==> config.mk <==
export PLATFORM = sky130hd
export DESIGN_NAME = reply_builder
export DESIGN_NICKNAME = d
export VERILOG_FILES = /design/src/verilog/mhp_pkg.sv /design/src/verilog/reply_builder.sv
export SDC_FILE = /design/constraint.sdc
export NUM_CORES = 1
export LEC_CHECK = 0
export BUFFER_PORTS_ARGS = -buffer_cell sky130_fd_sc_hd__buf_2
export CAP_MARGIN = 30
export CORE_MARGIN = 1.5
export CORE_UTILIZATION = 38
export CTS_CLUSTER_DIAMETER = 150
export DETAILED_ROUTE_END_ITERATION = 6
export PLACE_DENSITY = 0.81
export SETUP_SLACK_MARGIN = 0.4
export SKIP_LAST_GASP = 1
export SLEW_MARGIN = 20
export SYNTH_ARGS = -nofsm -noshare
export SYNTH_HDL_FRONTEND = slang
export SYNTH_SLANG_ARGS = --single-unit
==> constraint.sdc <==
create_clock -name i_clk -period 2.6 [get_ports i_clk]
set_input_delay 0.13 -clock i_clk [delete_from_list [all_inputs] [get_ports i_clk]]
set_output_delay 0.13 -clock i_clk [all_outputs]
set_load 0.02 [all_outputs]
==> src/verilog/mhp_pkg.sv <==
`default_nettype none

package mhp_pkg;

  //////////////////////////////
  // buffer geometry
  //////////////////////////////
  localparam int FRAME_AW   = 11;
  localparam int FRAME_SIZE = 1 << FRAME_AW;

  //////////////////////////////
  // message layout and types
  //////////////////////////////
  // src, dst, size, type
  localparam int HDR_LEN = 7;

  localparam logic [7:0] TYPE_PING = 8'h01;
  localparam logic [7:0] TYPE_ECHO = 8'h05;
  // set in the type byte of every answer
  localparam logic [7:0] REPLY_BIT = 8'h80;

  // big-endian on the wire, src first
  typedef struct packed {
    logic [15:0] src;
    logic [15:0] dst;
    logic [15:0] size;
    logic [7:0]  dtype;
  } frame_hdr_t;

  // one buffer access from a datapath unit
  typedef struct packed {
    logic [FRAME_AW-1:0] addr;
    logic                we;
    logic [7:0]          wdata;
  } mem_req_t;

  // who drives the buffer port
  typedef enum logic [2:0] {
    OWN_RX,
    OWN_PARSE,
    OWN_BUILD,
    OWN_SUM,
    OWN_TX
  } owner_e;

endpackage

`default_nettype wire

==> src/verilog/reply_builder.sv <==
`timescale 1ns/1ps
`default_nettype none

module reply_builder import mhp_pkg::*; (
  input  logic       i_clk,
  input  logic       i_rst,
  input  logic       i_start,
  input  frame_hdr_t i_hdr,
  output mem_req_t   o_req,
  output logic       o_done
);

  logic        busy;
  logic        phase;
  logic [2:0]  idx;
  logic [15:0] reply_size;
  logic [55:0] reply_word;

  // ping answers carry no payload
  assign reply_size = (i_hdr.dtype == TYPE_PING) ? 16'h0000 : i_hdr.size;
  // addresses swapped
  assign reply_word = {i_hdr.dst, i_hdr.src, reply_size, i_hdr.dtype | REPLY_BIT};

  always_ff @(posedge i_clk) begin
    if (i_rst) begin
      busy   <= 1'b0;
      phase  <= 1'b0;
      idx    <= '0;
      o_done <= 1'b0;
    end else begin
      o_done <= 1'b0;
      if (i_start) begin
        busy  <= 1'b1;
        phase <= 1'b1;
        idx   <= '0;
      end else if (busy) begin
        phase <= !phase;
        if (phase) begin
          if (idx == 3'd6) begin
            busy   <= 1'b0;
            idx    <= '0;
            o_done <= 1'b1;
          end else begin
            idx <= idx + 1'b1;
          end
        end
      end
    end
  end

  always_comb begin
    o_req.addr  = FRAME_AW'(idx);
    o_req.we    = busy && phase;
    o_req.wdata = reply_word[8 * (6 - int'(idx)) +: 8];
  end

endmodule

`default_nettype wire

==> flow_summary.json <==
{
  "path_class": "reg -> out",
  "h-tree-depth": 1,
  "cpMostUsedCell": "buf_6",
  "switching_share": 0.380,
  "dp.cells": 217,
  "min_period_ns": 2.10,
  "syn_area_um2": 906,
  "diodes": 0,
  "ys_seq_area_frac": 0.133,
  "gp_congestion": 0.974,
  "power_frac_comb": 0.455,
  "cpPeakStageDelay_ns": 0.35,
  "synth_top_area_frac": 0.133,
  "synth_area_leaders": "dfxtp_1 13%, a21oi_1 11%, mux2i_1 9.9%",
  "rows": 17,
  "clock_sinks": 6,
  "core_area_mm2": 0.00223,
  "multi_input_area_um2": 802,
  "hpwl_um": 2530,
  "ys_async_sr_fraction": 0,
  "fin_skew_ns": 0.0106,
  "dieArea_mm2": 0.00269,
  "synth.avg_cell_area_um2": 7.36,
  "max_freq_mhz": 476,
  "finalHoldViolations": 0,
  "max_slew.worst_pin.slew_ns": 0.729,
  "seqPwrFrac": 0.281,
  "finish.instance_area_mm2": 0.00139,
  "peakVddDrop_mv": 0.266,
  "clk_pin_slew_ns": 0.05,
  "synth_cell_types": 31,
  "grt_start_max_net_pins": 23,
  "die_y_um": 51.8,
  "relSlewSlack": 0.510,
  "slowest_stage": "dfxtp_2",
  "fill_cells": 220,
  "final_nets": 256,
  "finalCritPeriodShare": 0.809,
  "synth-edff-count": 0,
  "internal_power_w": 0.000218,
  "cts-hold-fix-buffers": 0,
  "tns_ns": 0,
  "grt_overflow": 0,
  "ant_nets": 0,
  "io_buffers": 71,
  "ys_ff_latch": 6,
  "switching_power_w": 0.000134,
  "via_per_inst": 5.63,
  "ios": 80,
  "numCtsBuffers": 3,
  "dpl_cell_area_mm2": 0.00129,
  "ys.flop_type": "dfxtp_1",
  "final_layout_size_suffix_gt1_frac": 0.536,
  "slew_viol_final": 0,
  "path_cells": "buf_6 > ha_4 > xnor2_4 > buf_6 > a21oi_1 > o21a_1 > a211oi_2 > buf_2",
  "routed_wl_um": 3170,
  "insertion_delay_ns": 0.26,
  "synth_most_common_cell": "a21oi_1",
  "drcViolationCount": 0,
  "track_usage": 0.259,
  "worst_ep_required_time_ns": 2.47,
  "start_util": 0.406,
  "synthCells": 123,
  "crit_fanout": 22,
  "power_density_mw_per_mm2": 253,
  "drt-initial-drc-count": 21,
  "ys_top_cells_by_count": "20 x a21oi_1, 12 x nand2_1, 9 x a211oi_1, 9 x mux2i_1, 9 x o21ai_0",
  "run_status": "finished clean",
  "wl_per_cell_um": 14.4,
  "regArea_um2": 123,
  "p_clk_frac": 0.264,
  "first_pass_iters": 4,
  "total_power_w": 0.000352,
  "clock_path_buffers": 2,
  "critPathCaptureType": "primary output",
  "cellLeakagePower_nw": 0.694,
  "grt_pass1_vias": 1229,
  "arrival_ns": 1.97,
  "rsz0062_at_grt": "false",
  "startpoint_type": "flip-flop",
  "hp-class": "in -> reg",
  "root_buffer": "clkbuf_4",
  "grt_pass1_wl_um": 5250,
  "die-width_um": 51.8,
  "drv_cap": 0,
  "antenna_found_initial": 0,
  "area_delta_synth_final_pct": 53.3,
  "setup_viol": 0,
  "yosysTopAreaCell": "dfxtp_1",
  "fin_cells": 220,
  "vias": 1238,
  "yosysWarningCount": 0,
  "cts_tree": "done"
}
## state kept, by name, summed over array words and instances (netlist names)
register and count:
phase 1, busy 1, o_done 1, idx 3
## cell families after synthesis
| logic type | synth area share |
|---|---|
| compound gates | 0.423 |
| xor+xnor | 0.0304 |
| fa+ha+maj | 0.0414 |
| buf+inv | 0.127 |
| flops | 0.133 |
| mux | 0.0995 |
| other cells | 0.00414 |
| simple gates | 0.142 |
## critical path: cells and delay by family, from the launching register on
kind | cells | cell delay (ns)
compound gates | 3 | 0.43
fa+ha+maj | 1 | 0.21
flops | 1 | 0.35
buf+inv | 3 | 0.59
xor+xnor | 1 | 0.13
## power by group through the flow
stage               clock network, W  logic [W]  registers, W
detailed placement                 0   0.000153     0.0000999
CTS                        0.0000959   0.000158     0.0000984
finish                     0.0000928   0.000160     0.0000988
global placement                   0   0.000149     0.0000995
floorplan                          0  0.0000903      0.000101
global route                0.000102   0.000174     0.0000991
## worst paths after layout
path	start	end	slack (ns)	cells past startpoint
worst max-delay path	idx[0]	o_req[2]	0.50	8
worst min-delay path	i_rst	idx[0]	0.11	2
worst max register to register	idx[0]	idx[1]	1.31	4
worst min register to register	busy	busy	0.52	2
## repair_timing
item	in CTS	in global routing
resized for setup	10	5
pin swaps	0	0
cloned	0	0
buffers inserted	0	0
setup endpoints to repair	8	8
hold endpoints to repair	0	0
## placed cells by master (no fill, tap or decap), types with 2 or more instances in the layout
cell / Yosys / routed
a221oi_1: 6 / 3
conb_1: 1 / 8
dfxtp_2: 0 / 2
nand3_1: 2 / 2
a211oi_2: 0 / 8
clkbuf_4: 0 / 3
nor2_1: 6 / 5
a21oi_1: 20 / 19
buf_2: 4 / 71
inv_1: 3 / 3
buf_6: 1 / 3
nand2_1: 12 / 12
o21a_1: 8 / 8
ha_4: 0 / 2
nor4_1: 2 / 2
o21ai_0: 9 / 9
a221oi_2: 1 / 4
dfxtp_1: 6 / 4
mux2i_1: 9 / 9
## metal layers
layer | share of wire | track usage
met5 | 0 | 0
met4 | 0.022 | 0.110
met3 | 0.056 | 0.0402
met2 | 0.50 | 0.435
met1 | 0.42 | 0.326
## through the flow
stage	utilization	hold WS (ns)	setup slack, ns
after floorplan	-	0.199	0.430
after global placement	0.580	0.369	0.557
after detailed placement	0.580	0.374	0.532
after global routing	0.622	0.107	0.394
final	0.622	0.107	0.498
after CTS	0.614	0.0962	0.407
## cell type report
| cell class | instances | area share |
|---|---|---|
| Sequential cell | 6 | 0.0883 |
| Clock buffer | 3 | 0.0162 |
| Timing Repair Buffer | 74 | 0.280 |
| Multi-Input combinational cell | 105 | 0.577 |
| Tap cell | 28 | 0.0252 |
| Inverter | 4 | 0.0126 |
No activity file was read; power rests on OpenSTA's default activity.
