==> config.mk <==
export PLATFORM = sky130hd
export DESIGN_NAME = rx_loader
export DESIGN_NICKNAME = d
export VERILOG_FILES = /design/src/verilog/mhp_pkg.sv /design/src/verilog/rx_loader.sv
export SDC_FILE = /design/constraint.sdc
export NUM_CORES = 1
export LEC_CHECK = 0
export ABC_CLOCK_PERIOD_IN_PS = 2900
export BUFFER_PORTS_ARGS = -buffer_cell sky130_fd_sc_hd__buf_2
export CORE_MARGIN = 1
export CORE_UTILIZATION = 50
export DETAILED_ROUTE_END_ITERATION = 12
export GPL_ROUTABILITY_DRIVEN = 1
export PLACE_DENSITY = 0.92
export SLEW_MARGIN = 20
export SYNTH_ARGS = -nofsm -noshare
export SYNTH_HDL_FRONTEND = slang
export SYNTH_SLANG_ARGS = --single-unit
==> constraint.sdc <==
create_clock -name i_clk -period 2.9 [get_ports i_clk]
set_input_delay 0.58 -clock i_clk [delete_from_list [all_inputs] [get_ports i_clk]]
set_output_delay 0.58 -clock i_clk [all_outputs]
set_load 0.05 [all_outputs]
==> src/verilog/mhp_pkg.sv <==
`default_nettype none

package mhp_pkg;

  //////////////////////////////
  // buffer geometry
  //////////////////////////////
  localparam int FRAME_AW   = 11;
  localparam int FRAME_SIZE = 1 << FRAME_AW;

  //////////////////////////////
  // message layout and types
  //////////////////////////////
  // src, dst, size, type
  localparam int HDR_LEN = 7;

  localparam logic [7:0] TYPE_PING = 8'h01;
  localparam logic [7:0] TYPE_ECHO = 8'h05;
  // set in the type byte of every answer
  localparam logic [7:0] REPLY_BIT = 8'h80;

  // big-endian on the wire, src first
  typedef struct packed {
    logic [15:0] src;
    logic [15:0] dst;
    logic [15:0] size;
    logic [7:0]  dtype;
  } frame_hdr_t;

  // one buffer access from a datapath unit
  typedef struct packed {
    logic [FRAME_AW-1:0] addr;
    logic                we;
    logic [7:0]          wdata;
  } mem_req_t;

  // who drives the buffer port
  typedef enum logic [2:0] {
    OWN_RX,
    OWN_PARSE,
    OWN_BUILD,
    OWN_SUM,
    OWN_TX
  } owner_e;

endpackage

`default_nettype wire

==> src/verilog/rx_loader.sv <==
`timescale 1ns/1ps
`default_nettype none

module rx_loader import mhp_pkg::*; #(
  parameter int RX_GAP = 63
) (
  input  logic                i_clk,
  input  logic                i_rst,
  input  logic                i_start,
  input  logic [7:0]          i_rdata,
  input  logic                i_rready,
  output logic                o_rreq,
  output mem_req_t            o_req,
  output logic [FRAME_AW-1:0] o_len,
  output logic                o_done
);

  localparam int GAP_W = $clog2(RX_GAP + 1);

  typedef enum logic [2:0] {S_IDLE, S_ARM, S_REQ, S_CAP, S_GAP} state_e;

  state_e              state;
  logic [GAP_W-1:0]    gap_cnt;
  logic [FRAME_AW-1:0] wr_addr;

  always_ff @(posedge i_clk) begin
    if (i_rst) begin
      state   <= S_IDLE;
      gap_cnt <= '0;
      wr_addr <= '0;
      o_done  <= 1'b0;
    end else begin
      o_done <= 1'b0;
      case (state)
        S_IDLE: begin
          if (i_start) begin
            wr_addr <= '0;
            state   <= S_ARM;
          end
        end
        // no gap counting before the first byte
        S_ARM: begin
          if (i_rready) begin
            state <= S_REQ;
          end
        end
        S_REQ: state <= S_CAP;
        // byte is on i_rdata this cycle
        S_CAP: begin
          wr_addr <= wr_addr + 1'b1;
          gap_cnt <= GAP_W'(1);
          state   <= i_rready ? S_REQ : S_GAP;
        end
        S_GAP: begin
          if (i_rready) begin
            state <= S_REQ;
          end else if (gap_cnt == GAP_W'(RX_GAP - 1)) begin
            o_done <= 1'b1;
            state  <= S_IDLE;
          end else begin
            gap_cnt <= gap_cnt + 1'b1;
          end
        end
        default: state <= S_IDLE;
      endcase
    end
  end

  assign o_rreq = (state == S_REQ);
  assign o_len  = wr_addr;

  always_comb begin
    o_req.addr  = wr_addr;
    o_req.we    = (state == S_CAP);
    o_req.wdata = i_rdata;
  end

endmodule

`default_nettype wire

==> out/metrics.yaml <==
status: "complete, no violations"
min_period_ns: 2.36
power.leakage_nw: 0.512
grt_usage_pct: 20.4
nFillCells: 203
internal-power_w: 0.000358
synth-adder-area-share_pct: 3.02
reg2regPathDepth: 5
worstSetupPathType: "flop to output port"
pwr-share-clk_pct: 29.8
whs_ns: 0.542
clock.fmax_ghz: 0.424
portBuffers: 28
cts-root-buf: "clkbuf_4"
grt_pass1_wl_um: 4200
antenna_found_initial: 0
drt-initial-drc-count: 25
required_ns: 2.32
timing.final.ws_setup_ns: 0.544
syn_area_per_cell_um2: 8.18
cp-end-kind: "output port"
post_drt_wl_per_cell_um: 13.9
synth-simple-area-share_pct: 28.1
synth-compound-area-share_pct: 16.3
post-route-drc-count: 0
dp_slack_ns: 0.907
crit_path_start: "state[0]"
dr.pass1.iters: 4
cts_tree: "done"
dpl.cell_count: 181
switching_share_pct: 25.8
hold_violations: 0
yosys_warnings: 0
synthCells: 152
rows: 17
power_w: 0.000482
slew_viol_final: 0
final_cells: 185
drive_gt1_share_pct: 24.8
clockBufferDepth: 2
rrSetupSlack_ns: 0.99
max_stage_delay_ns: 0.52
viasPerCell: 6.02
initial_core_util_pct: 54.6
cp.arrival_ns: 1.78
power_frac_seq_pct: 61.9
nets: 173
synth_xor_area_share_pct: 0
via_count: 1114
cts_buffers: 3
p_comb_share_pct: 8.4
rsz0062_at_grt: "no"
synth_mux_area_share_pct: 2.62
area_growth_pct: 0.905
ir_worst_vdd_v: 0.000221
power.switching_w: 0.000125
synth_top_family_by_area: "simple AND/OR/NAND/NOR gates"
post-route-period-util_pct: 81.2
htreeDepth: 1
ys_seq_elements: 21
cap_violations: 0
r2r-end: "o_len[9]"
worstHoldEndpoint: "o_len[9]"
synth_nets: 167
cp_slowest_cell: "dfxtp_1"
setup_viol: 0
slew_headroom_pct: 73.0
cts_setup_buffers: 0
fin_setup_tns_ns: 0
path_max_fanout: 20
hpwl_um: 1750
worstMarginPinSlew_ns: 0.406
powerDensity_mw_per_mm2: 384
cts-hold-fix-buffers: 0
dieArea_mm2: 0.00269
min_from: "o_len[9]"
antenna_cells: 0
io_pins: 45
cts_sinks: 21
die_h_um: 51.9
globalRouteOverflowTotal: 0
ctsResizeCount: 0
place_congestion: 0.861
timing.rr.start: "state[0]"
seq_area_frac_synth_pct: 33.8
cp_cell_sequence: "nand3b_2 -> inv_2 -> buf_2"
finClkSkew_ns: 0.00439
die_x_um: 51.9
cp-start-kind: "flop"
grt_pass1_vias: 964
ant_nets: 0
worst_hold_path_type: "flop to flop"
clk_pin_slew_ns: 0.12
grt_max_degree: 25
finalWirelength_um: 2570
core-area_mm2: 0.00228
hold_depth: 2
clk_latency_ns: 0.30
ys_types: 39
syn_area_mm2: 0.00124
==> cell usage in the layout, fill, tap and decap left out, types with 3 or more instances in the layout <==
| cell type | netlist | layout |
|---|---|---|
| buf_2 | 2 | 28 |
| dfxtp_1 | 21 | 21 |
| nand3_1 | 8 | 8 |
| or4_1 | 5 | 5 |
| nor2_1 | 15 | 15 |
| nor3_1 | 5 | 5 |
| ha_1 | 3 | 3 |
| clkbuf_4 | 0 | 3 |
| and3_1 | 3 | 3 |
| o311ai_0 | 3 | 3 |
| a21oi_1 | 14 | 14 |
| nand2_1 | 10 | 10 |
| o21ai_0 | 4 | 4 |
==> worst max-delay path, delay by kind of cell (launching register included) <==
| kind | cells | cell delay [ns] |
|---|---|---|
| buffers and inverters | 2 | 0.59 |
| flip-flops | 1 | 0.52 |
| AND/OR/NAND/NOR | 1 | 0.35 |
==> registers in the layout, summed over array words and instances (netlist names) <==
name / count
gap_cnt: 6
o_done: 1
o_len: 11
state: 3
==> per-layer routing <==
| metal | vias to the layer above | wire length, µm | GRT usage [%] |
|---|---|---|---|
| met5 | - | 0 | 0 |
| met4 | 0 | 37 | 7.66 |
| met3 | 10 | 146 | 2.92 |
| met2 | 46 | 1270 | 34.4 |
| met1 | 511 | 1120 | 26.0 |
| li1 | 547 | - | - |
==> power by group through the flow <==
stage               combinational (W)  clock (W)  sequential, W
finish                      0.0000404   0.000144       0.000298
global route                0.0000439   0.000152       0.000299
CTS                         0.0000403   0.000145       0.000298
detailed placement          0.0000399          0       0.000305
global placement            0.0000384          0       0.000304
floorplan                   0.0000677          0       0.000302
==> stage by stage <==
step,instance area [µm²],util (%)
final,1250,55.1
after detailed placement,1230,54.0
after CTS,1250,55.1
after floorplan,1240,-
after global routing,1250,55.1
after global placement,1230,54.0
==> area by class of cell <==
type	instances	area (µm²)	share of cell area, %
tap	28	35.0	2.79
clock buffer	4	26.3	2.09
sequential	21	420	33.5
inverter	3	11.3	0.897
timing repair buffer	28	140	11.2
multi-input combinational	101	622	49.6
==> worst max path at each step <==
stage / endpoint / slack [ns] / cells past startpoint
after global placement: o_req[8] / 0.98 / 3
after global routing: o_req[8] / 0.43 / 3
after CTS: o_req[8] / 0.57 / 3
final: o_req[8] / 0.54 / 3
after detailed placement: o_req[8] / 0.91 / 3
after floorplan: o_rreq / 0.70 / 1
==> synthesized netlist by cell type <==
master    count  area [µm²]
nor3b_1       2        15.0
clkbuf_1      4        15.0
inv_2         1        3.75
mux2_2        2        22.5
a32oi_1       1        8.76
nand3b_2      1        11.3
nand4_1       1        6.26
nand3b_1      2        15.0
or2_2         1        6.26
nor2_1       15        56.3
and3_1        3        18.8
or4b_4        1        13.8
buf_6         2        22.5
a211oi_1      2        15.0
o21ai_1       2        10.0
nand4b_1      2        17.5
o21ai_0       4        20.0
or4_1         5        37.5
inv_1         2        7.51
a21oi_1      14        70.1
nor4b_2       1        15.0
o311ai_0      3        26.3
o21ai_2       1        8.76
nor3_1        5        25.0
o21bai_1      1        7.51
nand2_1      10        37.5
buf_4        19         143
or3_1         1        6.26
a31oi_1       2        12.5
mux2i_1       1        10.0
nor4_1        1        6.26
and4_1        1        8.76
buf_2         2        10.0
and2_1        2        12.5
ha_1          3        37.5
dfxtp_1      21         420
o211ai_1      2        15.0
o41ai_1       1        8.76
nand3_1       8        40.0
==> logic make-up after synthesis <==
kind of cell    after synthesis
simple gates                 62
fa+ha+maj                     3
flops                        21
mux                           3
compound gates               33
buf+inv                      30
Note: power is estimated with default switching activity, not from simulation.
