## src/verilog/mhp_pkg.sv

```systemverilog
`default_nettype none

package mhp_pkg;

  //////////////////////////////
  // buffer geometry
  //////////////////////////////
  localparam int FRAME_AW   = 11;
  localparam int FRAME_SIZE = 1 << FRAME_AW;

  //////////////////////////////
  // message layout and types
  //////////////////////////////
  // src, dst, size, type
  localparam int HDR_LEN = 7;

  localparam logic [7:0] TYPE_PING = 8'h01;
  localparam logic [7:0] TYPE_ECHO = 8'h05;
  // set in the type byte of every answer
  localparam logic [7:0] REPLY_BIT = 8'h80;

  // big-endian on the wire, src first
  typedef struct packed {
    logic [15:0] src;
    logic [15:0] dst;
    logic [15:0] size;
    logic [7:0]  dtype;
  } frame_hdr_t;

  // one buffer access from a datapath unit
  typedef struct packed {
    logic [FRAME_AW-1:0] addr;
    logic                we;
    logic [7:0]          wdata;
  } mem_req_t;

  // who drives the buffer port
  typedef enum logic [2:0] {
    OWN_RX,
    OWN_PARSE,
    OWN_BUILD,
    OWN_SUM,
    OWN_TX
  } owner_e;

endpackage

`default_nettype wire

```

## src/verilog/checksum_unit.sv

```systemverilog
`timescale 1ns/1ps
`default_nettype none

module checksum_unit import mhp_pkg::*; (
  input  logic                i_clk,
  input  logic                i_rst,
  input  logic                i_start,
  input  logic [FRAME_AW-1:0] i_len,
  input  logic [7:0]          i_rdata,
  output mem_req_t            o_req,
  output logic                o_done
);

  typedef enum logic [1:0] {S_IDLE, S_READ, S_HI, S_LO} state_e;

  state_e              state;
  logic [FRAME_AW-1:0] rd_idx;
  // read issued last cycle, byte now on i_rdata
  logic                pend;
  logic [15:0]         sum;

  always_ff @(posedge i_clk) begin
    if (i_rst) begin
      state  <= S_IDLE;
      rd_idx <= '0;
      pend   <= 1'b0;
      sum    <= '0;
      o_done <= 1'b0;
    end else begin
      o_done <= 1'b0;
      case (state)
        S_IDLE: begin
          if (i_start) begin
            rd_idx <= '0;
            pend   <= 1'b0;
            sum    <= '0;
            state  <= S_READ;
          end
        end
        // one read per cycle, sum trails by one
        S_READ: begin
          if (pend) begin
            sum <= sum + {8'h00, i_rdata};
          end
          if (rd_idx == i_len) begin
            pend  <= 1'b0;
            state <= S_HI;
          end else begin
            rd_idx <= rd_idx + 1'b1;
            pend   <= 1'b1;
          end
        end
        S_HI: state <= S_LO;
        S_LO: begin
          o_done <= 1'b1;
          state  <= S_IDLE;
        end
        default: state <= S_IDLE;
      endcase
    end
  end

  always_comb begin
    o_req.addr  = rd_idx;
    o_req.we    = 1'b0;
    o_req.wdata = '0;
    case (state)
      S_HI: begin
        o_req.addr  = i_len;
        o_req.we    = 1'b1;
        o_req.wdata = sum[15:8];
      end
      S_LO: begin
        o_req.addr  = i_len + 1'b1;
        o_req.we    = 1'b1;
        o_req.wdata = sum[7:0];
      end
      default: ;
    endcase
  end

endmodule

`default_nettype wire

```

## config.mk

```make
export PLATFORM = sky130hd
export DESIGN_NAME = checksum_unit
export DESIGN_NICKNAME = d
export VERILOG_FILES = /design/src/verilog/mhp_pkg.sv /design/src/verilog/checksum_unit.sv
export SDC_FILE = /design/constraint.sdc
export NUM_CORES = 1
export LEC_CHECK = 0
export BUFFER_PORTS_ARGS = -buffer_cell sky130_fd_sc_hd__buf_4
export CAP_MARGIN = 10
export CORE_ASPECT_RATIO = 2
export CORE_MARGIN = 5
export CORE_UTILIZATION = 30
export CTS_CLUSTER_SIZE = 8
export DETAILED_ROUTE_END_ITERATION = 8
export SLEW_MARGIN = 20
export SYNTH_ARGS = -nofsm -noshare
export SYNTH_HDL_FRONTEND = slang
export SYNTH_SLANG_ARGS = --single-unit
```

## constraint.sdc

```tcl
create_clock -name i_clk -period 2.5 [get_ports i_clk]
set_input_delay 0.25 -clock i_clk [delete_from_list [all_inputs] [get_ports i_clk]]
set_output_delay 0.25 -clock i_clk [all_outputs]
set_load 0.03 [all_outputs]
```

==> reports/qor.csv <==
stage;metric;value;unit
status;result of the run;finished, final reports clean;
timing;worst slew pin tran;0.485;ns
floorplanning;horizontal die dimension;72.5;microns
routing;final routed DRC violation total;0;
logic_synthesis;Synth top cells by count;sky130_fd_sc_hd__dfxtp_1, sky130_fd_sc_hd__o21ai_0, sky130_fd_sc_hd__nand2_1;
logic_synthesis;cell with the most instances after synthesis;sky130_fd_sc_hd__dfxtp_1;
timing;worst path setup slack after routing;0.258;ns
hold_path;worst min-delay path category;in2reg;
floorplanning;num ports;43;
floorplanning;Core Box Area;7600;sq um
cts;buffer type at the clock tree root;sky130_fd_sc_hd__clkbuf_16;
routing;number of routed nets with antenna violations;0;
cts;total of cells resized after clock tree synthesis;0;
global_route;number of global-route vias before repair;2410;
setup_path;endpoint type of the worst setup path;register;
timing;# setup viols final;0;
global_route;grt total ovfl;0;
placement;DPL Wire Length;5.42;mm
routing;aggregate routed wire length;6.75;mm
cts;latest clock arrival within the worst-skew pair;0.27;ns
timing;setup TNS;0;ns
setup_path;arrival time of the worst setup path;2.45;ns
placement;Setup WS pre-CTS;0.276;ns
routing;total number of vias;2310;
setup_path;crit path buf inv count;2;
setup_path;Critical Path Slowest Stage Cell;sky130_fd_sc_hd__fa_1;
routing;violation count after the first detailed-route iteration;142;
logic_synthesis;number of warnings printed during yosys synthesis;0;
logic_synthesis;count of flip-flops with a built-in enable after synthesis;0;
logic_synthesis;cell count after synthesis;290;
cts;TritonCTS clock tree;done;
cts;CTS clk-pin slew, worst paths;0.05;ns
floorplanning;die boundary height;135;microns
logic_synthesis;number of synthesized register bits;31;
floorplanning;Std-Cell Rows;45;
routing;Detailed Routing Iterations Pass 1;4;
cts;number of buffers on the longest clock path;2;
global_route;total track usage;14.5;%
logic_synthesis;Syn Std Cell Area;2350;sq um
finish;layout overhead on the synthesized area;23.7;%
setup_path;cell family contributing the most delay on the critical path;adder cells;
run;max-capacitance violation count;0;
timing;count of final hold-check violations;0;
setup_path;data required time at the worst endpoint;2.71;ns
logic_synthesis;share of the synthesized area in the top cell type;26.4;%
placement;Placed Cells incl. Taps;420;
finish;Final Instance Area;2900;sq um
setup_path;Worst path depth;9;
setup_path;slowest cell delay on critical path;0.39;ns
timing;remaining max-slew budget at the tightest pin;66.8;%
timing;Tmin final;2.24;ns
cts;depth of the CTS H-tree;2;
routing;average wire length per cell after detail routing;15.8;microns
setup_path;startpoint-to-endpoint class of the critical path;reg2reg;
logic_synthesis;share of flip-flops with an asynchronous set or reset;0;%
logic_synthesis;sequential area share after synthesis;26.4;%
cts;number of buffers added for setup after CTS;0;
setup_path;category of the worst setup path launch point;register;
timing;maximum achievable frequency;446;MHz
logic_synthesis;cells taking the most area after synthesis;sky130_fd_sc_hd__dfxtp_1, sky130_fd_sc_hd__ha_1, sky130_fd_sc_hd__xor2_1, sky130_fd_sc_hd__o21ai_0, sky130_fd_sc_hd__nand3_1;
timing;smallest hold slack;0.297;ns
logic_synthesis;Synth area leader;sky130_fd_sc_hd__dfxtp_1;
pwr;power density over the cells;725;nW/um^2
setup_path;biggest fanout along the worst timing path;8;
global_route;antenna violations before repair;0;
timing;max-slew violation total from the final report;0;
pwr;Final Power;2.10;mW
cts;clock sink count;31;
pwr;leak pwr;1.19;nW
placement;final weighted congestion in routability-driven placement;0.920;
timing;final worst-path cycle share;89.7;%
logic_synthesis;net count after synthesis;328;
routing;via density per instance;5.40;
setup_path;Register-to-Register Path Depth;9;
placement;area of placed instances;2760;sq um
cts;hold-fix buffers at CTS;0;
finish;ratio of cells with drive above 1 in the final layout;21.3;%
logic_synthesis;post-synthesis cell type count;50;
cts;number of buffers created by CTS;5;
global_route;global-route wire length before repair;11.3;mm
finish;Inserted Diodes;0;
setup_path;cell breakdown of the critical path;ha_1 -> inv_1 -> fa_1 -> nor2b_1 -> o2111a_1 -> o31ai_1 -> buf_4 -> or4_1 -> a21oi_1;
logic_synthesis;synthesized area divided by synthesized cell count;8.09;sq um
logic_synthesis;Post-synth top flop;sky130_fd_sc_hd__dfxtp_1;
finish;Final Net Count;371;
finish;final standard cell utilization of the core;38.2;%
pwr;Max IR drop VDD;0.000371;V
global_route;maximum number of pins on one net before global-route repair;21;
timing;maximum clock skew at final layout;0.00369;ns
timing;unrepaired setup endpoints after global routing;no;
placement;Port Buffers;42;
hold_path;Worst Hold Path Cells;2;
setup_path;register-to-register path setup slack;0.26;ns
floorplanning;Initial Utilization;30.9;%
finish;Cell Count, Final, Fillers Out;428;
floorplanning;area of the die;9800;sq um
==> placed cells by master, fill, tap and decap left out, types with 13 or more instances in the layout <==
master                     n
sky130_fd_sc_hd__a21oi_1  18
sky130_fd_sc_hd__a22oi_1  13
sky130_fd_sc_hd__buf_4    48
sky130_fd_sc_hd__dfxtp_1  31
sky130_fd_sc_hd__ha_1     15
sky130_fd_sc_hd__inv_1    14
sky130_fd_sc_hd__nand2_1  21
sky130_fd_sc_hd__nand3_1  20
sky130_fd_sc_hd__nor2_1   19
sky130_fd_sc_hd__o21ai_0  22
sky130_fd_sc_hd__xor2_1   16
==> sequential cells by signal, summed over array words and instances (netlist names) <==
name	flops
pend	1
o_done	1
state	2
rd_idx	11
sum	16
==> worst paths after layout <==
path,end,from
setup reg to reg,sum[10]$_SDFFE_PP0P_,sum[0]$_SDFFE_PP0P_
hold reg to reg,sum[15]$_SDFFE_PP0P_,sum[15]$_SDFFE_PP0P_
setup / recovery,sum[10]$_SDFFE_PP0P_,sum[0]$_SDFFE_PP0P_
hold / removal,pend$_SDFFE_PP0P_,i_rst
==> report_power, final <==
group	leakage [nW]	internal [mW]	switching, mW
registers	0.250	0.532	0.0425
clock network	0.0733	0.362	0.213
logic	0.869	0.334	0.619
==> per-layer routing <==
| metal | GRT usage, % | wire, microns | up-vias |
|---|---|---|---|
| met5 | 0 | 0 | - |
| li1 | - | - | 1153 |
| met2 | 27.7 | 3840 | 56 |
| met4 | 7.29 | 233 | 0 |
| met1 | 14.4 | 2400 | 1086 |
| met3 | 2.31 | 276 | 15 |
==> logic make-up (layout without fill, tap and decap cells) <==
kind of cell,Yosys count,in the layout,share of synthesized area [%]
mux,4,4,1.71
buf+inv,26,70,4.96
simple gates,102,102,23.1
fa+ha+maj,16,16,8.85
flops,31,31,26.4
xor+xnor,25,25,9.33
compound gates,86,86,25.6
==> final cells by class <==
class	instances	area [sq um]
Fill cell	841	4700
Multi-Input combinational cell	233	1610
Sequential cell	31	621
Timing Repair Buffer	48	360
Clock buffer	5	125
Tap cell	94	118
Inverter	14	52.6
Clock inverter	3	15.0
No activity file was read; power rests on OpenSTA's default activity.
