--- src/verilog/mhp_pkg.sv ---
`default_nettype none

package mhp_pkg;

  //////////////////////////////
  // buffer geometry
  //////////////////////////////
  localparam int FRAME_AW   = 11;
  localparam int FRAME_SIZE = 1 << FRAME_AW;

  //////////////////////////////
  // message layout and types
  //////////////////////////////
  // src, dst, size, type
  localparam int HDR_LEN = 7;

  localparam logic [7:0] TYPE_PING = 8'h01;
  localparam logic [7:0] TYPE_ECHO = 8'h05;
  // set in the type byte of every answer
  localparam logic [7:0] REPLY_BIT = 8'h80;

  // big-endian on the wire, src first
  typedef struct packed {
    logic [15:0] src;
    logic [15:0] dst;
    logic [15:0] size;
    logic [7:0]  dtype;
  } frame_hdr_t;

  // one buffer access from a datapath unit
  typedef struct packed {
    logic [FRAME_AW-1:0] addr;
    logic                we;
    logic [7:0]          wdata;
  } mem_req_t;

  // who drives the buffer port
  typedef enum logic [2:0] {
    OWN_RX,
    OWN_PARSE,
    OWN_BUILD,
    OWN_SUM,
    OWN_TX
  } owner_e;

endpackage

`default_nettype wire

--- src/verilog/tx_streamer.sv ---
`timescale 1ns/1ps
`default_nettype none

module tx_streamer import mhp_pkg::*; (
  input  logic                i_clk,
  input  logic                i_rst,
  input  logic                i_start,
  input  logic [FRAME_AW-1:0] i_len,
  input  logic [7:0]          i_rdata,
  input  logic                i_wready,
  output mem_req_t            o_req,
  output logic [7:0]          o_wdata,
  output logic                o_wvalid,
  output logic                o_done
);

  typedef enum logic [1:0] {S_IDLE, S_ADDR, S_LOAD, S_SEND} state_e;

  state_e              state;
  logic [FRAME_AW-1:0] idx;
  logic [FRAME_AW-1:0] last_idx;
  logic [7:0]          data_q;

  // two checksum bytes follow the reply
  assign last_idx = i_len + 1'b1;

  always_ff @(posedge i_clk) begin
    if (i_rst) begin
      state  <= S_IDLE;
      idx    <= '0;
      o_done <= 1'b0;
    end else begin
      o_done <= 1'b0;
      case (state)
        S_IDLE: begin
          if (i_start) begin
            idx   <= '0;
            state <= S_ADDR;
          end
        end
        S_ADDR: state <= S_LOAD;
        S_LOAD: state <= S_SEND;
        // hold the byte until the port takes it
        S_SEND: begin
          if (i_wready) begin
            if (idx == last_idx) begin
              o_done <= 1'b1;
              state  <= S_IDLE;
            end else begin
              idx   <= idx + 1'b1;
              state <= S_ADDR;
            end
          end
        end
        default: state <= S_IDLE;
      endcase
    end
  end

  always_ff @(posedge i_clk) begin
    if (state == S_LOAD) begin
      data_q <= i_rdata;
    end
  end

  always_comb begin
    o_req.addr  = idx;
    o_req.we    = 1'b0;
    o_req.wdata = '0;
  end

  assign o_wdata  = data_q;
  assign o_wvalid = (state == S_SEND) && i_wready;

endmodule

`default_nettype wire
--- config.mk ---
export PLATFORM = sky130hd
export DESIGN_NAME = tx_streamer
export DESIGN_NICKNAME = d
export VERILOG_FILES = /design/src/verilog/mhp_pkg.sv /design/src/verilog/tx_streamer.sv
export SDC_FILE = /design/constraint.sdc
export NUM_CORES = 1
export LEC_CHECK = 0
export BUFFER_PORTS_ARGS = -buffer_cell sky130_fd_sc_hd__buf_2
export CORE_ASPECT_RATIO = 1.1
export CORE_MARGIN = 2
export CORE_UTILIZATION = 52
export CTS_BUF_LIST = sky130_fd_sc_hd__clkbuf_2 sky130_fd_sc_hd__clkbuf_4 sky130_fd_sc_hd__clkbuf_8
export CTS_CLUSTER_DIAMETER = 80
export DETAILED_ROUTE_END_ITERATION = 12
export GPL_TIMING_DRIVEN = 1
export HOLD_SLACK_MARGIN = 0.02
export PLACE_DENSITY = 0.89
export SETUP_SLACK_MARGIN = 0.15
export SYNTH_ARGS = -nofsm -noshare
export SYNTH_HDL_FRONTEND = slang
export SYNTH_SLANG_ARGS = --single-unit
--- constraint.sdc ---
create_clock -name i_clk -period 2.2 [get_ports i_clk]
set_input_delay 0.44 -clock i_clk [delete_from_list [all_inputs] [get_ports i_clk]]
set_output_delay 0.44 -clock i_clk [all_outputs]
set_load 0.03 [all_outputs]
==> impl_results.rst <==
.. list-table::
   :header-rows: 1

   * - Metric
     - Value
   * - Number of DRC violations after detailed-routing iteration 0
     - about 110
   * - Peak supply drop
     - ~540 uV
   * - Final Slew Violations
     - 0
   * - Fraction of the mapped netlist area in adder cells
     - just under 5%
   * - Final RePlAce weighted congestion
     - approximately 0.94
   * - Outcome
     - finished clean
   * - Most frequent cells in the layout
     - sky130_fd_sc_hd__buf_2 (43), sky130_fd_sc_hd__nand2_1 (20), sky130_fd_sc_hd__a21oi_1 (13), sky130_fd_sc_hd__dfxtp_1 (13), sky130_fd_sc_hd__buf_4 (11)
   * - Maximum number of pins on one net before global-route repair
     - 17
   * - Total gr overflow
     - 0
   * - Fraction of synthesized area in multiplexers
     - less than 1%
   * - Final count of negative-setup-slack endpoints
     - 0
   * - Complex-gate fraction of the synthesized area
     - approximately 22%
   * - Distinct cells, synth
     - between 40 and 50
   * - Final total power
     - 1.39 mW
   * - Routed WL per cell
     - 13.3 um
   * - Fraction of layout cells with a size suffix above 1
     - 31.7%
   * - Die Y
     - between 60 and 70 um
   * - HPWL after detailed placement
     - 2.67 mm
   * - Share of the cycle needed by the critical path after routing
     - between 80% and 90%
   * - Power density over the cells
     - roughly 740 nW/um^2
   * - EDFF count, synth
     - 8
   * - Fmax
     - a little over 0.5 GHz
   * - MaxCap Viol Count
     - 0
   * - Largest fanout on the critical path
     - 6
   * - Die X-Extent
     - ~56 um
   * - Boundary Pins
     - 53
   * - Number of stages on the worst hold path
     - 1
   * - Simple logic cell fraction of the synthesized area
     - 22.9%
   * - Instance count of the mapped netlist
     - roughly 170
   * - Path type of the worst min-delay path
     - in2reg
   * - Number of global-route vias before repair
     - approximately 1,200
   * - Post-cts gate resize count
     - 0
   * - Setup repair after global routing missed its margin
     - false
   * - R2R setup slack
     - between 0.2 and 0.3 ns
   * - Final min period
     - 1.93 ns
   * - Initial antenna violation count
     - 0
   * - Num CTS Buffers
     - 3
   * - Leading cell type in the layout, fill and taps excluded
     - sky130_fd_sc_hd__buf_2
   * - Post-CTS repair timing setup buffer count
     - 0
   * - Starting utilization of the core area
     - between 50% and 60%
   * - CTS H-tree lvls
     - 1
   * - Full die area
     - about 3400 um^2
   * - Area growth from synthesis to final layout
     - 21.7%
   * - Number of core rows
     - 20
   * - Worst setup EP type
     - register
   * - Warning count from the yosys run
     - 0
   * - Buffer depth of the longest clock path
     - 2
   * - Number of synthesized register bits
     - 22
   * - Mean cell area of the mapped netlist
     - 8.87 um^2
   * - Dominant combinational cell family by area after synthesis
     - simple AND/OR/NAND/NOR gates
   * - Kind of start point of the critical path
     - register
   * - Worst EP required
     - ~2.4 ns
   * - Final std cell area, no fill
     - roughly 1900 um^2
   * - Per-cell via count in the routed design
     - around 5.5
   * - Quantity of I/O buffers inserted on ports
     - 43
   * - Antenna cell count
     - 0
   * - Depth of the worst register-to-register path
     - 7
   * - Leakage power of the design
     - around 0.8 nW
   * - Floorplan core area
     - 2800 um^2
   * - # clock sinks
     - 22
   * - Clock latency reported for the late side of the worst-skew pair
     - 0.31 ns
   * - Post-synthesis instance area
     - 1540 um^2
   * - Xor/xnor cell area share of the yosys netlist
     - 7.87%
   * - Global-route wire length before repair
     - roughly 5.6 mm
   * - Clock transition at the register clock pins on the worst setup and hold paths after CTS
     - between 0.1 and 0.15 ns
   * - Critical path start-end classification
     - reg2reg
   * - Residual DRC count
     - 0
   * - Vias after detailed routing
     - between 1,000 and 1,500
   * - Instance area at placement
     - 1820 um^2
   * - First-pass iteration count of the detailed router
     - 4
   * - Final Hold Violating Endpoints
     - 0
   * - Proportion of synthesized chip area in sequential cells
     - between 30% and 40%
   * - Most used DFF post-synth
     - sky130_fd_sc_hd__dfxtp_1
   * - Number of hold buffers added after CTS
     - 0
   * - FFs w/ async S/R, synth
     - 0%
   * - Final clock skew
     - 0.00395 ns
   * - DRT antenna net count
     - 0
   * - Combined global-route utilization of all metal layers
     - between 20% and 30%
   * - Number of nets in the layout
     - about 260
   * - Root cell of the clock tree
     - sky130_fd_sc_hd__clkbuf_4
   * - CTS tree
     - yes
   * - Total routed wirelength
     - between 3 and 4 mm
   * - Arrival time of the worst setup path
     - around 2.2 ns
==> final timing paths <==
kind                                           from              endpoint
worst max-delay path            idx[6]$_SDFFE_PP0P_   idx[5]$_SDFFE_PP0P_
worst min-delay path                     i_rdata[5]  o_wdata[5]$_DFFE_PN_
worst max register to register  idx[6]$_SDFFE_PP0P_   idx[5]$_SDFFE_PP0P_
worst min register to register  idx[8]$_SDFFE_PP0P_   idx[8]$_SDFFE_PP0P_
==> metal layers <==
metal	part of all wire (%)	routed length (um)	GRT usage [%]
met1	42	1450	27.0
met2	49	1690	35.4
met3	7.3	253	3.36
met4	1.6	57	7.82
met5	0	0	0
==> cells in the mapped netlist, types with 2 or more instances <==
| library cell | number | share of area, % |
|---|---|---|
| sky130_fd_sc_hd__nand2_1 | 20 | 4.9 |
| sky130_fd_sc_hd__dfxtp_1 | 14 | 18 |
| sky130_fd_sc_hd__a21oi_1 | 13 | 4.2 |
| sky130_fd_sc_hd__buf_4 | 10 | 4.9 |
| sky130_fd_sc_hd__nand2b_1 | 10 | 4.1 |
| sky130_fd_sc_hd__edfxtp_1 | 8 | 16 |
| sky130_fd_sc_hd__nand3_1 | 8 | 2.6 |
| sky130_fd_sc_hd__nor2_1 | 7 | 1.7 |
| sky130_fd_sc_hd__o22ai_1 | 7 | 2.8 |
| sky130_fd_sc_hd__xor2_1 | 7 | 4.0 |
| sky130_fd_sc_hd__ha_1 | 6 | 4.9 |
| sky130_fd_sc_hd__inv_1 | 6 | 1.5 |
| sky130_fd_sc_hd__xnor2_1 | 5 | 2.8 |
| sky130_fd_sc_hd__a21o_1 | 4 | 1.9 |
| sky130_fd_sc_hd__o21ai_0 | 4 | 1.3 |
| sky130_fd_sc_hd__o32ai_2 | 3 | 3.2 |
| sky130_fd_sc_hd__or2_2 | 3 | 1.2 |
| sky130_fd_sc_hd__a211o_1 | 2 | 1.1 |
| sky130_fd_sc_hd__a31oi_1 | 2 | 0.81 |
| sky130_fd_sc_hd__and2_1 | 2 | 0.81 |
| sky130_fd_sc_hd__and3_1 | 2 | 0.81 |
| sky130_fd_sc_hd__clkbuf_1 | 2 | 0.49 |
| sky130_fd_sc_hd__nand4_1 | 2 | 0.81 |
| sky130_fd_sc_hd__nor3_1 | 2 | 0.65 |
| sky130_fd_sc_hd__nor3b_1 | 2 | 0.97 |
| sky130_fd_sc_hd__o21a_1 | 2 | 0.97 |
| sky130_fd_sc_hd__o21ai_1 | 2 | 0.65 |
| sky130_fd_sc_hd__or3_1 | 2 | 0.81 |
==> state kept, by name (all words and copies together), names as in the netlist <==
name,count
idx,11
o_done,1
o_wdata,8
state,2
==> metrics by stage <==
stage / setup TNS, ns / setup WS (ns) / utilization [%] / hold WS, ns / cells
2_1_floorplan: 0 / 0.155 / - / 0.528 / 182
3_3_place_gp: 0 / 0.0355 / 64.9 / 0.541 / 256
3_5_place_dp: -0.0606 / -0.0291 / 64.9 / 0.542 / 256
4_1_cts: 0 / 0.218 / 66.7 / 0.287 / 260
5_1_grt: 0 / 0.162 / 67.0 / 0.265 / 260
6_report: 0 / 0.272 / 67.0 / 0.294 / 260
==> cell type report <==
class | instances | area, um^2
Clock buffer | 3 | 22.5
Tap cell | 33 | 41.3
Fill cell | 245 | 925
Multi-Input combinational cell | 141 | 942
Clock inverter | 1 | 30.0
Timing Repair Buffer | 54 | 298
Inverter | 6 | 22.5
Sequential cell | 22 | 522
==> report_power, final <==
part           internal [mW]  total [mW]  switching, mW
registers              0.474       0.497         0.0233
clock network          0.184       0.313          0.129
logic                  0.218       0.579          0.360
total                  0.876        1.39          0.512
==> worst max-delay path, cell delays in order (launching register included) <==
cell	delay, ns
sky130_fd_sc_hd__dfxtp_1	0.35
sky130_fd_sc_hd__xnor2_1	0.30
sky130_fd_sc_hd__nor4b_2	0.10
sky130_fd_sc_hd__o2111ai_2	0.27
sky130_fd_sc_hd__a211oi_4	0.11
sky130_fd_sc_hd__a211o_1	0.32
sky130_fd_sc_hd__buf_4	0.16
sky130_fd_sc_hd__o32ai_2	0.25
==> logic make-up after synthesis <==
logic type	Yosys count
multiplexers	1
AO/OA/AOI/OAI	46
AND/OR/NAND/NOR	66
buffers and inverters	19
XOR/XNOR	13
flip-flops	22
other	1
adder cells (fa/ha/maj)	6
(Power assumes the default switching activity.)
