===== config.mk =====
export PLATFORM = sky130hd
export DESIGN_NAME = msg_control
export DESIGN_NICKNAME = d
export VERILOG_FILES = /design/src/verilog/mhp_pkg.sv /design/src/verilog/msg_control.sv
export SDC_FILE = /design/constraint.sdc
export NUM_CORES = 1
export LEC_CHECK = 0
export ABC_CLOCK_PERIOD_IN_PS = 5400
export BUFFER_PORTS_ARGS = -buffer_cell sky130_fd_sc_hd__buf_2
export CORE_MARGIN = 2
export CORE_UTILIZATION = 30
export CTS_CLUSTER_DIAMETER = 120
export DETAILED_ROUTE_END_ITERATION = 16
export GPL_ROUTABILITY_DRIVEN = 0
export GPL_TIMING_DRIVEN = 0
export PLACE_DENSITY = 0.65
export SYNTH_ARGS = -nofsm -noshare
export SYNTH_HDL_FRONTEND = slang
export SYNTH_SLANG_ARGS = --single-unit

===== constraint.sdc =====
create_clock -name i_clk -period 5.4 [get_ports i_clk]
set_clock_uncertainty 0.2 [all_clocks]
set_input_delay 0.81 -clock i_clk [delete_from_list [all_inputs] [get_ports i_clk]]
set_output_delay 0.81 -clock i_clk [all_outputs]
set_load 0.02 [all_outputs]

===== src/verilog/mhp_pkg.sv =====
`default_nettype none

package mhp_pkg;

  //////////////////////////////
  // buffer geometry
  //////////////////////////////
  localparam int FRAME_AW   = 11;
  localparam int FRAME_SIZE = 1 << FRAME_AW;

  //////////////////////////////
  // message layout and types
  //////////////////////////////
  // src, dst, size, type
  localparam int HDR_LEN = 7;

  localparam logic [7:0] TYPE_PING = 8'h01;
  localparam logic [7:0] TYPE_ECHO = 8'h05;
  // set in the type byte of every answer
  localparam logic [7:0] REPLY_BIT = 8'h80;

  // big-endian on the wire, src first
  typedef struct packed {
    logic [15:0] src;
    logic [15:0] dst;
    logic [15:0] size;
    logic [7:0]  dtype;
  } frame_hdr_t;

  // one buffer access from a datapath unit
  typedef struct packed {
    logic [FRAME_AW-1:0] addr;
    logic                we;
    logic [7:0]          wdata;
  } mem_req_t;

  // who drives the buffer port
  typedef enum logic [2:0] {
    OWN_RX,
    OWN_PARSE,
    OWN_BUILD,
    OWN_SUM,
    OWN_TX
  } owner_e;

endpackage

`default_nettype wire


===== src/verilog/msg_control.sv =====
`timescale 1ns/1ps
`default_nettype none

module msg_control import mhp_pkg::*; (
  input  logic                i_clk,
  input  logic                i_rst,
  input  logic                i_rx_done,
  input  logic                i_parse_done,
  input  logic                i_build_done,
  input  logic                i_sum_done,
  input  logic                i_tx_done,
  input  logic [FRAME_AW-1:0] i_len,
  input  frame_hdr_t          i_hdr,
  input  logic                i_len_ok,
  output owner_e              o_owner,
  output logic                o_rx_start,
  output logic                o_parse_start,
  output logic                o_build_start,
  output logic                o_sum_start,
  output logic                o_tx_start,
  output frame_hdr_t          o_hdr,
  output logic [FRAME_AW-1:0] o_reply_len
);

  typedef enum logic [2:0] {
    P_BOOT, P_RX, P_PARSE, P_DECIDE, P_BUILD, P_SUM, P_TX
  } phase_e;

  phase_e phase;
  logic   is_ping;
  logic   is_echo;

  assign is_ping = (i_hdr.dtype == TYPE_PING);
  assign is_echo = (i_hdr.dtype == TYPE_ECHO);

  //////////////////////////////
  // phase sequencer
  //////////////////////////////
  // owner and start change on the same edge
  always_ff @(posedge i_clk) begin
    if (i_rst) begin
      phase         <= P_BOOT;
      o_owner       <= OWN_RX;
      o_rx_start    <= 1'b0;
      o_parse_start <= 1'b0;
      o_build_start <= 1'b0;
      o_sum_start   <= 1'b0;
      o_tx_start    <= 1'b0;
    end else begin
      o_rx_start    <= 1'b0;
      o_parse_start <= 1'b0;
      o_build_start <= 1'b0;
      o_sum_start   <= 1'b0;
      o_tx_start    <= 1'b0;
      case (phase)
        P_BOOT: begin
          o_owner    <= OWN_RX;
          o_rx_start <= 1'b1;
          phase      <= P_RX;
        end
        P_RX: begin
          if (i_rx_done) begin
            o_owner       <= OWN_PARSE;
            o_parse_start <= 1'b1;
            phase         <= P_PARSE;
          end
        end
        P_PARSE: begin
          if (i_parse_done) begin
            phase <= P_DECIDE;
          end
        end
        // malformed or unknown frames go straight back to receive
        P_DECIDE: begin
          if (i_len_ok && (is_ping || is_echo)) begin
            o_owner       <= OWN_BUILD;
            o_build_start <= 1'b1;
            phase         <= P_BUILD;
          end else begin
            o_owner    <= OWN_RX;
            o_rx_start <= 1'b1;
            phase      <= P_RX;
          end
        end
        P_BUILD: begin
          if (i_build_done) begin
            o_owner     <= OWN_SUM;
            o_sum_start <= 1'b1;
            phase       <= P_SUM;
          end
        end
        P_SUM: begin
          if (i_sum_done) begin
            o_owner    <= OWN_TX;
            o_tx_start <= 1'b1;
            phase      <= P_TX;
          end
        end
        P_TX: begin
          if (i_tx_done) begin
            o_owner    <= OWN_RX;
            o_rx_start <= 1'b1;
            phase      <= P_RX;
          end
        end
        default: phase <= P_BOOT;
      endcase
    end
  end

  // header and reply length, captured at the decision
  // echo length equals the received length once it checks out
  always_ff @(posedge i_clk) begin
    if (phase == P_DECIDE) begin
      o_hdr       <= i_hdr;
      o_reply_len <= is_ping ? FRAME_AW'(HDR_LEN) : i_len;
    end
  end

endmodule

`default_nettype wire


==> results of run 1 <==
## registers in the layout, indices dropped and copies added (netlist names), 3 cells and up
name         flops
o_hdr           56
o_reply_len     11
phase            3
o_owner          3
## stage by stage
stage / hold slack [ns] / instance area [um^2] / setup WS [ns] / instances
floorplan: 0.328 / 2660 / 2.42 / 145
global placement: 0.294 / 3540 / 1.49 / 402
detailed placement: 0.306 / 3570 / 2.60 / 403
CTS: 0.318 / 3750 / 2.98 / 419
global route: 0.356 / 3750 / 2.77 / 419
finish: 0.319 / 3750 / 3.03 / 419
## critical path, delay by kind of cell
| kind | cells | cell delay [ns] |
|---|---|---|
| buf+inv | 2 | 0.34 |
| simple gates | 3 | 1.12 |
## how the worst max path moves through the flow
stage / startpoint / end / slack [ns] / cells after the start
finish: i_hdr[5] / o_reply_len[3]$_SDFFCE_PN0N_ / 3.03 / 5
global route: i_hdr[5] / o_reply_len[3]$_SDFFCE_PN0N_ / 2.77 / 5
CTS: i_hdr[5] / o_reply_len[3]$_SDFFCE_PN0N_ / 2.98 / 5
detailed placement: i_hdr[5] / o_reply_len[3]$_SDFFCE_PN0N_ / 2.60 / 5
global placement: phase[0]$_SDFFE_PP0P_ / o_owner[1]$_SDFFE_PP0P_ / 1.49 / 3
floorplan: phase[2]$_SDFFE_PP0P_ / o_owner[1]$_SDFFE_PP0P_ / 2.42 / 4
## cells in the final DEF, fill, tap and decap left out, types with 2 or more instances in the layout
master / n
buf_2: 150
edfxtp_1: 67
dfxtp_1: 11
clkbuf_8: 9
and2_1: 8
nand2_1: 5
inv_1: 5
a21oi_1: 5
nand2b_1: 5
nor4_1: 3
clkbuf_1: 3
nor3_1: 3
inv_6: 3
nor4b_1: 2
o21ai_0: 2
nand3_1: 2
a21o_1: 2
a31oi_1: 2
nor2_1: 2
o2111a_1: 2
clkinvlp_4: 2
## power groups by stage
stage | registers [W] | logic, W | clock network (W)
after floorplan | 0.000710 | 0.0000261 | 0
after global placement | 0.000693 | 0.0000887 | 0
after detailed placement | 0.000692 | 0.0000936 | 0
after CTS | 0.000678 | 0.0000939 | 0.000420
after global routing | 0.000680 | 0.000101 | 0.000443
final | 0.000678 | 0.0000930 | 0.000405
## routing by layer
metal	up-vias	wire, um	share of wire (%)
met5	-	0	0
met4	0	79	1.3
met3	5	507	8.0
met2	85	3170	50
met1	844	2560	41
li1	878	-	-
## cell families (layout without fill, tap and decap cells)
logic type      after synthesis  count (layout)  share of synthesized area, %
compound gates               18              18                          4.84
flops                        78              78                          83.9
buf+inv                      10             176                          1.74
simple gates                 38              38                          9.17
mux                           1               1                         0.376
## final cells by class
class / instances / share of cell area (%)
flip-flops and latches: 78 / 59.5
repair buffers: 150 / 20.6
multi-input cells: 57 / 10.3
well taps: 108 / 3.60
clock buffers: 9 / 3.30
clock inverters: 7 / 1.50
plain buffers: 5 / 0.733
inverters: 5 / 0.500
==> reports/summary.md, run 1 <==
The utilization of the core after routing is 43.3%. Yosys instantiated no cell more often than edfxtp_1. Clock sink count: 78. For this design, the slowest cell found on the critical path is nor4_1. For this run the aggregate overflow at the end of global routing stands at 0.

The count of max-cap constraint violations is 0, and the number of instances in the synthesized netlist is 145. The maximum buffer depth of the clock tree was 2. For the final routed database, the setup TNS stands at 0 ns. The maximum number of pins on one net before global-route repair was 52.

The final hold violation count is 0. The switching part of the total power was 24.7%; the delay of the slowest critical-path stage was 0.76 ns. The number of global-route vias before repair is 1817. The proportion of synthesized chip area in sequential cells was 83.9%; the number of enable-type register cells in the synthesized netlist was 67. In the routed layout, each cell is associated on average with a via count of 4.32. The synthesized design spends more area on one cell type than any other, namely edfxtp_1. Along the worst hold path, the cell count comes to 2. Summing all flip-flop and latch instances after layout gives 2230 um^2. The synthesized flop and latch total was 78; the static leakage was 1.53 nW. The core footprint was 8680 um^2; the combinational fraction of design power was 7.9%. Cell internal power was estimated by the tool at 0.000885 W. The quantity of I/O buffers inserted on ports was 149. The met3 track utilization from global routing is 3.65%. After synthesis, the cell types taking the most area are edfxtp_1 76%, dfxtp_1 8.3%, and2_1 1.9%. The number of fill cells in the layout was 796.

The worst register-to-register path begins at phase[2]$_SDFFE_PP0P_. Relative slew slack: 40.9%. The run gives 0.34 ns as the clock network latency to the later pin of the worst-skew pair. Sequential cells burn 57.7% of the power.

The fraction of synthesis flops using an asynchronous set or reset pin works out to 0%. In this run the register-to-register setup slack is 3.42 ns. The wire length per cell is 15.1 um. Compared with the post-synthesis result, the final layout area differs by 41.0%. The post-CTS setup-driven buffer insertion count came out at 0. The tools report the initial antenna violation count as 0.

The share of synthesized area in the top cell type comes to 75.6%. For this run, the number of Yosys warnings is 0. Walking the worst path, the cells encountered are buf_2, nor4_1, nand2_1, clkbuf_1, and2_1.

The count of unresolved DRC violations after routing is 0. Power spread over the standard cell area amounts to 313 nW/um^2. The run gives 0 as the number of hold buffers added after cts.

TritonCTS built the clock tree. Based on the critical path, the design can be clocked at up to 0.422 GHz. The net count of the finished layout is 381.

Synthesis produced a netlist with a net count of 220. The type of the setup path with the least slack was in -> reg. The run finished with clean final reports. For the iteration count of the initial detailed-routing pass, the log shows 4.

The count of final max-slew check failures was 0; the top fanout value on the critical path was 10. The destination of the worst register-to-register timing path was o_owner[1]$_SDFFE_PP0P_. The run gives 4670 um as the total half-perimeter wirelength after legalization and detailed placement. The tools report the part of the power in the clock network as 34.4%. For this configuration, the core starts out at a cell density of 30.7%. Counting instances in the post-synthesis netlist gives the leading cell types as 67 x edfxtp_1, 11 x dfxtp_1, 8 x and2_1. For the met1 track utilization from global routing, the log shows 14.1%. The clock root buffer master was clkbuf_8. The startpoint identified for the worst hold timing path is o_owner[1]$_SDFFE_PP0P_.

The final number of setup-violating endpoints was 0. Counting cells, the worst reg-to-reg path comes to 6. The floorplan step defined a die boundary enclosing 9640 um^2. The remaining number of nets flagged by the antenna check after routing came out at 0. The first routing iteration left 32 violations.

Global routing consumed, on the met2 layer, 22.1% of the routing resources. The final period demand of the worst path works out to 2.37 ns. Pin placement for this block handled 150 I/O pins. The tools report the number of antenna diodes as 0. Horizontal die dimension: 98.2 um.

Setup repair after global routing left no endpoint under its margin. Dividing the synthesized area by the synthesized cell count gives 18.4 um^2. For the worst setup path, the data arrival time is 2.27 ns. For the data required time at the worst endpoint, the log shows 5.30 ns. The logs give 0.000290 W for the net load switching power and 0.00118 W for the post-layout total power. Once the clock tree was built, the resizer swapped 0 gates to a different size.

The most used routing layer in global routing is met2. Of the available clock period, the critical path in the final layout requires 43.9%. For the number of distinct library cells after synthesis, the log shows 33. The transition time of the tightest slew-check pin came out at 0.879 ns.

The H-tree depth was 3. STA classifies the critical path endpoint as a register. The terminating pin of the worst hold path was o_owner[1]$_SDFFE_PP0P_. Class of the worst hold path: reg -> reg.

The floorplan has 34 rows. Global routing used 12.6% of the available tracks. Clock tree synthesis inserted a total of 9 buffers. The multi-input combinational cells in the finished layout cover a total of 387 um^2. The worst setup path is launched from an input port. The main flop type after synthesis is edfxtp_1. The floorplan step set the die height to 98.2 um.

The clock transition at the registers of the reported paths works out to 0.09 ns. The tools report the global-route wire length before repair as 9300 um. The maximum VDD drop came out at 0.000102 V.

In this run the cell area of the synthesized design comes to 2660 um^2. The overall via count from detail_route is 1812, and the share of final-layout standard cells stronger than drive strength 1 is 55.0%. The post-detailed-routing wire length was 6320 um.
Note: power is estimated with default switching activity, not from simulation.
==> run 2: changes to the inputs <==
--- a/config.mk
+++ b/config.mk
@@ -5,7 +5,7 @@
 export SDC_FILE = /design/constraint.sdc
 export NUM_CORES = 1
 export LEC_CHECK = 0
-export ABC_CLOCK_PERIOD_IN_PS = 5400
+export ABC_CLOCK_PERIOD_IN_PS = 2300
 export BUFFER_PORTS_ARGS = -buffer_cell sky130_fd_sc_hd__buf_2
 export CORE_MARGIN = 2
 export CORE_UTILIZATION = 30
==> constraint.sdc (replaced) <==
create_clock -name i_clk -period 2.3 [get_ports i_clk]
set_clock_uncertainty 0.2 [all_clocks]
set_input_delay 0.345 -clock i_clk [delete_from_list [all_inputs] [get_ports i_clk]]
set_output_delay 0.345 -clock i_clk [all_outputs]
set_load 0.02 [all_outputs]
==> run 2 against run 1 <==
First-iteration DRC count increased by 72%. Sequential share of layout area shrank 8.3 points. Sequential power grew 130%. Critical path type is now reg -> reg. Combinational power grew to 3.2 times the previous value. Non-clock buffer count rose by 57. Via count grew 13%. Cell area up 16%. Power grew to 2.6 times the previous value. Clock-buffer cell count stayed put. Wire length rose by 5.7%. Clock power grew to 2.9 times the previous value. Register-to-register slack lost 3.2 ns.
==> reports/summary.md, run 2 (synthesis results as in run 1) <==
The run finished with clean final reports. Remaining global-route overflow: 0 (unchanged). For the core footprint, the log shows 8680 um^2 (unchanged). The combinational fraction of design power was 9.6% (+1.7 points).

The detailed router's first-iteration violation count was 55 (+72%); the share of final-layout standard cells stronger than drive strength 1 was 46.7% (-8.2 points). The tools report the total area of sequential cells as 2230 um^2 (unchanged). The horizontal die dimension was 98.2 um (unchanged); the data arrival time at the worst-slack endpoint was 2.16 ns (-0.11 ns). The worst-case setup slack after placement was -0.0626 ns (-2.66 ns); the number of global-route vias before repair was 2050 (+13%). The H-tree depth is 3 (unchanged), and the part of the power in the clock network is 38.2% (+3.8 points).

Register ranked first by flip-flop count: o_hdr. For the clock sink count, the log shows 78 (unchanged). The type of the setup path with the least slack was reg -> reg. Iteration count of the initial detailed-routing pass: 5 (+1).

The number of fill cells in the layout is 759 (-4.6%). The quantity of I/O buffers inserted on ports works out to 149 (unchanged). The sequential cell fraction of total power was 52.2% (-5.5 points); the initial core utilization was 30.7% (unchanged).

The tightest min-delay check is of the in -> reg type. From synthesis to final layout, the design area changed by 63.9%. The overall via count from detail_route is 2049 (+13%), and the flip-flop count of the largest register, all copies and words added is 56 (unchanged). Setup repair after global routing left no endpoint under its margin. The tools report the element type at the critical path start as a register.

The post-CTS setup-driven buffer insertion count was 0 (unchanged); the remaining number of nets flagged by the antenna check after routing was 0 (unchanged). The summed negative setup slack over all endpoints is 0 ns (unchanged). For the area taken by multi-input logic gates, the log shows 387 um^2 (unchanged). The most critical setup path has its startpoint at phase[2]$_SDFFE_PP0P_. The count of final max-slew check failures is 0 (unchanged).

For the number of nets in the layout, the log shows 438 (+15%). Based on the critical path, the design can be clocked at up to 0.480 GHz. The data required time at the worst endpoint was 2.37 ns (-2.93 ns). The clock network latency to the later pin of the worst-skew pair is 0.34 ns (about the same). The TritonCTS buffer count is 9 (unchanged), and the count of max-cap constraint violations is 0 (unchanged). The maximum buffer depth of the clock tree was 2 (unchanged). The detail-routed via count per cell works out to 4.30 (-0.46%). The static leakage came out at 1.80 nW (+17%). The number of antenna diodes was 0 (unchanged); the post-cts gate resize count was 0 (unchanged). TritonCTS built the clock tree. The final number of setup-violating endpoints is 0 (unchanged), and the transition time of the tightest slew-check pin is 0.894 ns (+0.0153 ns).

The global-route wire length before repair came out at 9920 um (+6.6%). The commonest non-fill, non-tap cell in the layout is buf_2. The tools report the total internal power as 0.00236 W (+170%). The cell sitting at the root of the clock tree is a clkbuf_8. The power per cell area works out to 699 nW/um^2 (+120%). STA classifies the critical path endpoint as a register.

For the net load switching power, the log shows 0.000686 W (+140%). The logs give 0 (unchanged) for the final hold violation count and 0.000272 V (+170%) for the maximum VDD drop. Leaving out fill and tap cells, the most frequent cells in the layout are 150 x buf_2, 67 x edfxtp_1, 57 x dlygate4sd3_1, 11 x dfxtp_1, 9 x clkbuf_8. In the final layout, the registers with the most flip-flops are o_hdr (56), o_reply_len (11).

The total global routing track utilization was 13.3% (+0.62 points). The initial antenna violation count is 0 (unchanged), and the clock transition at the registers of the reported paths is 0.09 ns (about the same). The logs give 34 (unchanged) for the number of rows created at floorplan and 4540 um (-2.8%) for the total half-perimeter wirelength after legalization and detailed placement. For the relative slew slack, the log shows 39.9% (-1.0 points).

The startpoint identified for the worst register-to-register timing path is phase[2]$_SDFFE_PP0P_. The I/O pin count is 150 (unchanged). For the final worst-path setup slack, the log shows 0.217 ns (-2.81 ns).

The final period demand of the worst path was 2.08 ns; the area enclosed by the die boundary was 9640 um^2 (unchanged). The switching part of the total power came out at 22.5% (-2.2 points). The logs give 0 (unchanged) for the count of unresolved DRC violations after routing and 6680 um (+5.7%) for the post-detailed-routing wire length.

In the finished design, the share of the clock period the worst path needs comes to 90.6%. The wire length per cell was 14.0 um (-7.0%); the register-to-register path setup slack was 0.22 ns (-3.20 ns). The maximum number of pins on one net before global-route repair is 41 (-21%), and the height of the die is 98.2 um (unchanged). The top fanout value on the critical path is 40 (+30).

In this run the most critical hold path is launched from i_len[0].
run 2: power groups by stage:
stage	Combinational, W	Sequential, W	Clock, W
after floorplan	0.0000613	0.00167	0
after global placement	0.000209	0.00162	0
after detailed placement	0.000217	0.00162	0
after CTS	0.000294	0.00159	0.00121
after global routing	0.000316	0.00160	0.00127
final	0.000293	0.00159	0.00116
run 2: layout make-up:
cell class	instances	area share (%)
buffer	5	0.631
clock buffer	9	2.84
clock inverter	7	2.35
inverter	5	0.430
multi-input combinational	57	8.86
sequential	78	51.2
tap	108	3.10
timing repair buffer	207	30.6
run 2: critical path, stage by stage (launching register included):
cell and delay, ns:
dfxtp_1 0.34, buf_6 0.14, and3b_4 0.62, buf_12 0.29, a311oi_1 0.08, a21o_1 0.20
a31oi_1 0.13
run 2: stage by stage:
stage	area, um^2	hold WS (ns)	std cells	util, %	power [W]
final	4360	0.0552	476	50.3	0.00305
after global routing	4360	0.0432	476	50.3	0.00318
after CTS	4360	0.0345	476	50.3	0.00309
after detailed placement	3570	0.292	403	41.1	0.00184
after global placement	3540	0.289	402	40.8	0.00183
after floorplan	2660	0.224	145	-	0.00173
run 2: layer usage:
| layer | track usage [%] | share of wire [%] |
|---|---|---|
| met4 | 5.58 | 2.1 |
| met1 | 14.8 | 39 |
| met2 | 22.7 | 51 |
| met5 | 0 | 0 |
| met3 | 5.23 | 8.1 |
run 2: repair_timing:
item	CTS	global route
endpoints found under the hold margin	57	0
hold buffers	57	0
setup endpoints to repair	0	0
run 2: final timing paths:
kind,depth (start not counted),to
worst max-delay path,6,o_owner[1]$_SDFFE_PP0P_
worst min-delay path,2,o_reply_len[0]$_SDFFCE_PN1N_
worst max register to register,6,o_owner[1]$_SDFFE_PP0P_
worst min register to register,2,o_owner[1]$_SDFFE_PP0P_
